`config.mk`:
```
export PLATFORM = sky130hd
export DESIGN_NAME = fpm_unit
export DESIGN_NICKNAME = d
export VERILOG_FILES = /design/src/logic/fpm_pkg.sv /design/src/logic/fpm_unit.sv /design/src/logic/fpm_req_ctrl.sv /design/src/logic/fpm_pack.sv /design/src/logic/fpm_mant_path.sv /design/src/logic/fpm_classify.sv /design/src/logic/fpm_pipe_delay.sv
export VERILOG_INCLUDE_DIRS = /design/src /design/src/logic
export SDC_FILE = /design/constraint.sdc
export NUM_CORES = 2
export LEC_CHECK = 0
export ABC_AREA = 1
export BUFFER_PORTS_ARGS = -buffer_cell sky130_fd_sc_hd__buf_2
export CORE_AREA = 2 2 232 234
export CTS_BUF_LIST = sky130_fd_sc_hd__clkbuf_4 sky130_fd_sc_hd__clkbuf_8 sky130_fd_sc_hd__clkbuf_16
export DETAILED_ROUTE_END_ITERATION = 16
export DIE_AREA = 0 0 234 236
export PLACE_DENSITY = 0.66
export REMOVE_ABC_BUFFERS = 1
export SLEW_MARGIN = 10
export SYNTH_ARGS = -nofsm -noshare
export SYNTH_HDL_FRONTEND = slang
export SYNTH_SLANG_ARGS = --single-unit
```
`constraint.sdc`:
```
create_clock -name clk -period 7.7 [get_ports clk]
set_input_delay 0.77 -clock clk [delete_from_list [all_inputs] [get_ports clk]]
set_output_delay 0.77 -clock clk [all_outputs]
set_load 0.01 [all_outputs]
```
`src/logic/fpm_params.svh`:
```
`ifndef FPM_PARAMS_SVH
`define FPM_PARAMS_SVH

// ============================================================
// numeric constants for the fp32 multiplier
// ============================================================

// ieee-754 single precision exponent bias
`define FPM_BIAS 127

// canonical quiet nan, sign bit clear
`define FPM_QNAN 32'h7FC0_0000

// cycles from issue to a registered core result
`define FPM_CORE_STAGES 3

`endif
```
`src/logic/fpm_pkg.sv`:
```
package fpm_pkg;

  // ============================================================
  // shared types for the fp32 multiply unit
  // ============================================================

  // raw ieee-754 single precision word
  typedef logic [31:0] fp32_t;

  // forced result from the special-case decode
  typedef struct packed {
    logic  hit;
    fp32_t word;
  } special_t;

  // sign, unbiased exponent sum and raw 24x24 significand product
  typedef struct packed {
    logic              sign;
    logic signed [9:0] exp_sum;
    logic [47:0]       prod;
  } mant_t;

endpackage

```
`src/logic/fpm_unit.sv`:
```
`timescale 1ns/1ps

`include "fpm_params.svh"

module fpm_unit (
  input  logic           clk,
  input  logic           rst_n,
  input  logic           req,
  input  fpm_pkg::fp32_t a,
  input  fpm_pkg::fp32_t b,
  output logic           ack,
  output fpm_pkg::fp32_t z
);

  logic              issue;
  logic              done_core;
  fpm_pkg::special_t special_s1;
  fpm_pkg::special_t special_s2;
  fpm_pkg::mant_t    mant_s2;
  fpm_pkg::fp32_t    z_core;

  fpm_req_ctrl ctrl_i (
    .clk       (clk),
    .rst_n     (rst_n),
    .req       (req),
    .issue     (issue),
    .done_core (done_core),
    .z_core    (z_core),
    .ack       (ack),
    .z         (z)
  );

  // ============================================================
  // core datapath, both paths see the port operands
  // ============================================================
  fpm_classify classify_i (
    .clk     (clk),
    .rst_n   (rst_n),
    .a       (a),
    .b       (b),
    .special (special_s1)
  );

  fpm_mant_path mant_i (
    .clk   (clk),
    .rst_n (rst_n),
    .a     (a),
    .b     (b),
    .mant  (mant_s2)
  );

  // line up the special result with stage two of the mantissa path
  fpm_pipe_delay #(
    .payload_t (fpm_pkg::special_t),
    .DEPTH     (1)
  ) special_dly_i (
    .clk   (clk),
    .rst_n (rst_n),
    .d     (special_s1),
    .q     (special_s2)
  );

  fpm_pack pack_i (
    .clk     (clk),
    .rst_n   (rst_n),
    .special (special_s2),
    .mant    (mant_s2),
    .z_core  (z_core)
  );

  // per-stage valid bits
  fpm_pipe_delay #(
    .payload_t (logic),
    .DEPTH     (`FPM_CORE_STAGES)
  ) valid_dly_i (
    .clk   (clk),
    .rst_n (rst_n),
    .d     (issue),
    .q     (done_core)
  );

endmodule

```
`src/logic/fpm_req_ctrl.sv`:
```
`timescale 1ns/1ps

module fpm_req_ctrl (
  input  logic           clk,
  input  logic           rst_n,
  input  logic           req,
  output logic           issue,
  input  logic           done_core,
  input  fpm_pkg::fp32_t z_core,
  output logic           ack,
  output fpm_pkg::fp32_t z
);

  typedef enum logic [1:0] {
    st_idle,
    st_busy,
    st_ack
  } state_t;

  state_t state;

  // core starts on the edge that samples req
  assign issue = (state == st_idle) && req;
  assign ack   = (state == st_ack);

  always_ff @(posedge clk) begin
    if (!rst_n) begin
      state <= st_idle;
      z     <= '0;
    end else begin
      case (state)
        st_idle: begin
          if (req) state <= st_busy;
        end
        st_busy: begin
          if (done_core) begin
            state <= st_ack;
            z     <= z_core;
          end
        end
        // hold result until the requester lets go
        st_ack: begin
          if (!req) state <= st_idle;
        end
        default: state <= st_idle;
      endcase
    end
  end

endmodule

```
`src/logic/fpm_pack.sv`:
```
`timescale 1ns/1ps

`include "fpm_params.svh"

module fpm_pack (
  input  logic              clk,
  input  logic              rst_n,
  input  fpm_pkg::special_t special,
  input  fpm_pkg::mant_t    mant,
  output fpm_pkg::fp32_t    z_core
);

  localparam logic signed [10:0] BIAS11 = 11'(`FPM_BIAS);

  logic signed [10:0] exp_ext;
  logic signed [10:0] norm_exp;
  logic [22:0]        frac;
  fpm_pkg::fp32_t     z_nxt;

  // sign-extend the unbiased sum before rebiasing
  assign exp_ext = $signed({mant.exp_sum[9], mant.exp_sum});

  // one-place normalize when the product is in [2,4)
  assign norm_exp = exp_ext + BIAS11 + $signed({10'd0, mant.prod[47]});
  assign frac     = mant.prod[47] ? mant.prod[46:24] : mant.prod[45:23];

  // ============================================================
  // result select
  // ============================================================
  always_comb begin
    if (special.hit) begin
      z_nxt = special.word;
    end else if (norm_exp >= 11'sd255) begin
      // overflow, signed infinity
      z_nxt = {mant.sign, 8'hFF, 23'd0};
    end else if (norm_exp <= 11'sd0) begin
      // underflow flushes to +0
      z_nxt = '0;
    end else begin
      z_nxt = {mant.sign, norm_exp[7:0], frac};
    end
  end

  always_ff @(posedge clk) begin
    if (!rst_n) begin
      z_core <= '0;
    end else begin
      z_core <= z_nxt;
    end
  end

endmodule

```
`src/logic/fpm_mant_path.sv`:
```
`timescale 1ns/1ps

`include "fpm_params.svh"

module fpm_mant_path (
  input  logic           clk,
  input  logic           rst_n,
  input  fpm_pkg::fp32_t a,
  input  fpm_pkg::fp32_t b,
  output fpm_pkg::mant_t mant
);

  localparam logic signed [9:0] BIAS10 = 10'(`FPM_BIAS);

  logic signed [9:0] exp_a;
  logic signed [9:0] exp_b;
  logic [23:0]       sig_a;
  logic [23:0]       sig_b;

  logic              s1_sign;
  logic signed [9:0] s1_exp;
  logic [23:0]       s1_sig_a;
  logic [23:0]       s1_sig_b;

  // a zero exponent field stays at raw value 0 when unbiased
  assign exp_a = $signed({2'b00, a[30:23]}) - BIAS10;
  assign exp_b = $signed({2'b00, b[30:23]}) - BIAS10;

  // hidden bit dropped for subnormals
  assign sig_a = {(a[30:23] != 8'd0), a[22:0]};
  assign sig_b = {(b[30:23] != 8'd0), b[22:0]};

  // ============================================================
  // stage one registers sign, exponent sum and significands
  // ============================================================
  always_ff @(posedge clk) begin
    if (!rst_n) begin
      s1_sign  <= 1'b0;
      s1_exp   <= '0;
      s1_sig_a <= '0;
      s1_sig_b <= '0;
    end else begin
      s1_sign  <= a[31] ^ b[31];
      s1_exp   <= exp_a + exp_b;
      s1_sig_a <= sig_a;
      s1_sig_b <= sig_b;
    end
  end

  // stage two forms the full 48-bit product
  always_ff @(posedge clk) begin
    if (!rst_n) begin
      mant <= '0;
    end else begin
      mant.sign    <= s1_sign;
      mant.exp_sum <= s1_exp;
      mant.prod    <= 48'(s1_sig_a) * 48'(s1_sig_b);
    end
  end

endmodule

```
`src/logic/fpm_classify.sv`:
```
`timescale 1ns/1ps

`include "fpm_params.svh"

module fpm_classify (
  input  logic              clk,
  input  logic              rst_n,
  input  fpm_pkg::fp32_t    a,
  input  fpm_pkg::fp32_t    b,
  output fpm_pkg::special_t special
);

  logic              a_nan;
  logic              b_nan;
  logic              a_inf;
  logic              b_inf;
  logic              a_zero;
  logic              b_zero;
  logic              res_sign;
  fpm_pkg::special_t special_nxt;

  // operand decode
  assign a_nan    = (a[30:23] == 8'hFF) && (a[22:0] != 23'd0);
  assign b_nan    = (b[30:23] == 8'hFF) && (b[22:0] != 23'd0);
  assign a_inf    = (a[30:23] == 8'hFF) && (a[22:0] == 23'd0);
  assign b_inf    = (b[30:23] == 8'hFF) && (b[22:0] == 23'd0);
  assign a_zero   = (a[30:0] == 31'd0);
  assign b_zero   = (b[30:0] == 31'd0);
  assign res_sign = a[31] ^ b[31];

  // nan first, then infinity, then zero
  always_comb begin
    special_nxt = '0;
    if (a_nan || b_nan || (a_inf && b_zero) || (a_zero && b_inf)) begin
      special_nxt.hit  = 1'b1;
      special_nxt.word = `FPM_QNAN;
    end else if (a_inf || b_inf) begin
      special_nxt.hit  = 1'b1;
      special_nxt.word = {res_sign, 8'hFF, 23'd0};
    end else if (a_zero || b_zero) begin
      // zero product is always +0
      special_nxt.hit  = 1'b1;
      special_nxt.word = '0;
    end
  end

  always_ff @(posedge clk) begin
    if (!rst_n) begin
      special <= '0;
    end else begin
      special <= special_nxt;
    end
  end

endmodule

```
`src/logic/fpm_pipe_delay.sv`:
```
`timescale 1ns/1ps

module fpm_pipe_delay #(
  parameter type    payload_t = logic,
  parameter integer DEPTH     = 1
) (
  input  logic     clk,
  input  logic     rst_n,
  input  payload_t d,
  output payload_t q
);

  payload_t chain [DEPTH];

  // shift chain, oldest entry at the far end
  always_ff @(posedge clk) begin
    if (!rst_n) begin
      for (int i = 0; i < DEPTH; i++) begin
        chain[i] <= '0;
      end
    end else begin
      chain[0] <= d;
      for (int i = 1; i < DEPTH; i++) begin
        chain[i] <= chain[i-1];
      end
    end
  end

  assign q = chain[DEPTH-1];

endmodule

```
==> summary.txt <==
Worst setup path
  • RR Endpoint: mant_i.mant[36]$_SDFF_PN0_
  • Crit. End Element: register
  • Worst path top cell family by delay: adder cells
  • Crit-path max FO: 24
  • Register-to-Register Path Depth: 22
  • Worst r2r src: mant_i.s1_sig_a[10]$_SDFF_PN0_
  • Startpoint Class: register
  • Worst Setup SP: mant_i.s1_sig_a[10]$_SDFF_PN0_
  • Delay of the slowest critical-path stage: 1.16 ns
  • Cell-by-cell trace of the critical path: nand2_1 -> fa_1 -> inv_1 -> fa_1 -> fa_1 -> fa_1 -> fa_1 -> fa_1 -> inv_1 -> fa_1 -> inv_1 -> ha_1 -> nand2_1 -> nor2_1 -> inv_1 -> nor4_1 -> nand2_1 -> nand2_2 -> nand2_1 -> nand3_1 -> nand2_1 -> nor2_1
  • Worst R2R Setup Slack: 0.48 ns
  • Setup crit end: mant_i.mant[36]$_SDFF_PN0_
  • Worst path bufs/invs: 4
  • Worst path slowest cell: dfxtp_1
  • Crit path depth: 22
  • Setup CP Type: reg2reg
  • Worst Path Arrival: 7.59 ns
  • Worst path most repeated cell: fa_1
  • CP Data Required Time: ~8 ns

GRT
  • Initial antenna violation count: 1
  • GRT overflow: 0
  • First-pass GRT wire length: 110,000 um
  • Largest net degree at the start of global routing: 70
  • GRT Util Overall: 0.256
  • Number of global-route vias before repair: 21.3k

STA
  • Final Cycle Share: 0.938
  • Worst hold slack: 0.411 ns
  • Max Transition Viols Final: 0
  • Fin. Hold Viols: 0
  • Setup Viol. Count Final: 0
  • Clk_skew: 0.0242 ns
  • Setup TNS: 0 ns
  • Slew margin rel.: 0.160
  • Min Tclk post-route: 7.22 ns
  • Actual slew at the worst max-slew pin: between 1 and 1.5 ns
  • RSZ-0062 raised after global routing: false
  • Max Clock Freq: 138 MHz

Routing
  • DRC violations left: 0
  • Detailed Routing Iterations Pass 1: 5
  • Routed Antenna Nets: 0
  • Routed via count: 20.7k
  • Routed Wire Length: ~67,000 um
  • Wire length per cell: 15.7 um
  • Drt initial violations: 1,632
  • Vias per cell: between 4 and 5

Placed design
  • Port Buf Inserts: 99
  • RD Place Congestion: about 0.9
  • Cell Area, Placed: 27,400 um^2
  • HPWL Detailed: 56,700 um

Clock network
  • Clk sinks: 172
  • Post-CTS Hold Buffers: 0
  • Clock-pin slew on the worst setup and hold paths: 0.08 ns
  • CTS resizes: 0
  • CTS tree: done
  • CTS Buffer Depth: 2
  • H-Tree Depth: 4
  • CTS Buf Count: 17
  • Setup bufs post-CTS: 0
  • Root Buffer: clkbuf_16
  • Clk_lat worst skew: 0.47 ns

Layout
  • # fillers: between 5k and 6k
  • Register area: 3440 um^2
  • Post-Layout Inst Area: 28,000 um^2
  • Nets@finish: 4,266
  • Multi-input logic area: 18,100 um^2
  • Most frequent cells in the layout: 1,055 x inv_1, 874 x nand2_1, 482 x fa_1
  • Ant. Diodes: 0
  • Layout cells sized above 1: 0.0581
  • Commonest non-fill, non-tap cell in the layout: inv_1
  • Synthesis-to-layout area growth: 7.63%

Synthesis
  • Post-synth EDFFs: 0
  • Area leader, netlist: fa_1
  • Post-synthesis sequential area ratio: 0.132
  • Top cells by area, synth: fa_1 37%, inv_1 15%, dfxtp_1 13%
  • Top cell type's share of synthesized area: 0.371
  • Post-Syn Area: between 20,000 and 30,000 um^2
  • Ys Warns: 0
  • Top FF cell, synth: dfxtp_1
  • Yosys cell types: 38
  • Avg Inst Size Synth: 7.49 um^2
  • Fraction of registers with async set/reset: 0
  • Post-synthesis instance total: 3,478
  • Yosys reg bits: 172

Pwr
  • P_int: 2.65 mW
  • P_sw: 2.65 mW
  • Clock network power share: 0.176
  • Pwr dens: around 190 nW/um^2
  • Worst vdd ir: 0.214 mV
  • Combinational Power Share: 0.616
  • Sequential power share: 0.208
  • Switching share of power: 0.500
  • Leak: approximately 16 nW

Run status
  • Status: finished clean

Floorplanning
  • Chip height: ~240 um
  • Die Area: 55,200 um^2
  • Die width: 234 um
  • Site Rows: 85
  • I/O pins: 100
  • Core ar.: 53,100 um^2
  • Initial Util: 0.491

Worst hold path
  • HP Class: reg2reg

Run
  • # Max-Cap Violations: 0
==> Yosys cell counts, types with 3 or more instances <==
master and number:
nor4_1 5, a31oi_1 7, nor3_1 11, inv_1 1055, nand3_1 49, xor2_1 15, a21oi_1 121, a21boi_0 5
xnor2_1 6, o21a_1 6, ha_1 185, nand4_1 13, fa_1 482, o21ai_0 111, nor2_1 197, a21o_1 5
nand2_1 874, dfxtp_1 172, o21bai_1 7, nor2_2 5, buf_6 3, clkbuf_1 121
==> per-layer routing <==
metal  GRT usage  vias up  share of wire
li1            -     9981              -
met1       0.373     9949           0.45
met2       0.397      681           0.45
met3      0.0459       95          0.072
met4      0.0629        0          0.022
met5           0        -              0
==> registers in the layout (all words and copies together), names as in the netlist, 4 cells and up <==
| register | count |
|---|---|
| mant_i.s1_sig_a | 24 |
| special_dly_i.chain | 4 |
| mant_i.s1_sig_b | 24 |
| mant_i.s1_exp | 10 |
| pack_i.z_core | 32 |
| classify_i.special | 4 |
| ctrl_i.z | 32 |
| mant_i.mant | 36 |
==> worst reg2reg max path, stage by stage (launching register included) <==
cell and delay [ns]:
dfxtp_1 1.16, nand2_1 0.22, fa_1 0.56, inv_1 0.05, fa_1 0.48, fa_1 0.61
fa_1 0.46, fa_1 0.49, fa_1 0.51, inv_1 0.05, fa_1 0.51, inv_1 0.05
ha_1 0.42, nand2_1 0.14, nor2_1 0.16, inv_1 0.10, nor4_1 0.52, nand2_1 0.13
nand2_2 0.11, nand2_1 0.07, nand3_1 0.07, nand2_1 0.05, nor2_1 0.19
==> worst min path at each step <==
stage	startpoint	end	slack, ns	depth (start not counted)
floorplan	mant_i.s1_exp[0]$_SDFF_PN0_	mant_i.mant[48]$_SDFF_PN0_	0.39	2
global placement	classify_i.special[31]$_SDFF_PP0_	special_dly_i.chain[0][31]$_SDFF_PN0_	0.39	2
detailed placement	mant_i.s1_exp[9]$_SDFF_PN0_	mant_i.mant[57]$_SDFF_PN0_	0.40	2
CTS	mant_i.s1_exp[5]$_SDFF_PN0_	mant_i.mant[53]$_SDFF_PN0_	0.41	2
global route	mant_i.s1_exp[7]$_SDFF_PN0_	mant_i.mant[55]$_SDFF_PN0_	0.43	2
finish	valid_dly_i.chain[0][0]$_SDFF_PN0_	valid_dly_i.chain[0][1]$_SDFF_PN0_	0.41	2
==> through the flow <==
step | total power [mW] | utilization | worst slack, ns | cells
after floorplan | 3.29 | - | 1.78 | 3352
after global placement | 4.32 | 0.516 | 0.655 | 4209
after detailed placement | 4.30 | 0.516 | 0.654 | 4209
after CTS | 5.30 | 0.528 | 0.577 | 4241
after global routing | 5.84 | 0.528 | 0.167 | 4241
final | 5.30 | 0.528 | 0.478 | 4241
==> final cells by class <==
class | instances | area share
multi-input combinational | 2124 | 0.647
clock buffer | 18 | 0.0157
timing repair buffer | 161 | 0.0348
sequential | 172 | 0.123
tap | 696 | 0.0311
inverter | 1056 | 0.141
clock inverter | 14 | 0.00687
==> kinds of logic after synthesis <==
| group | count (synthesis) | share of synthesized area |
|---|---|---|
| buffers and inverters | 1182 | 0.171 |
| AND/OR/NAND/NOR | 1167 | 0.175 |
| adder cells (fa/ha/maj) | 667 | 0.459 |
| AO/OA/AOI/OAI | 268 | 0.0547 |
| flip-flops | 172 | 0.132 |
| XOR/XNOR | 21 | 0.00706 |
| multiplexers | 1 | 0.000384 |
==> power by group through the flow <==
stage,Combinational [mW],Sequential (mW),Clock [mW]
after floorplan,2.20,1.09,0
after CTS,3.24,1.10,0.956
after detailed placement,3.18,1.12,0
after global placement,3.20,1.12,0
final,3.26,1.10,0.935
after global routing,3.74,1.11,0.989
No activity file was read; power rests on OpenSTA's default activity.
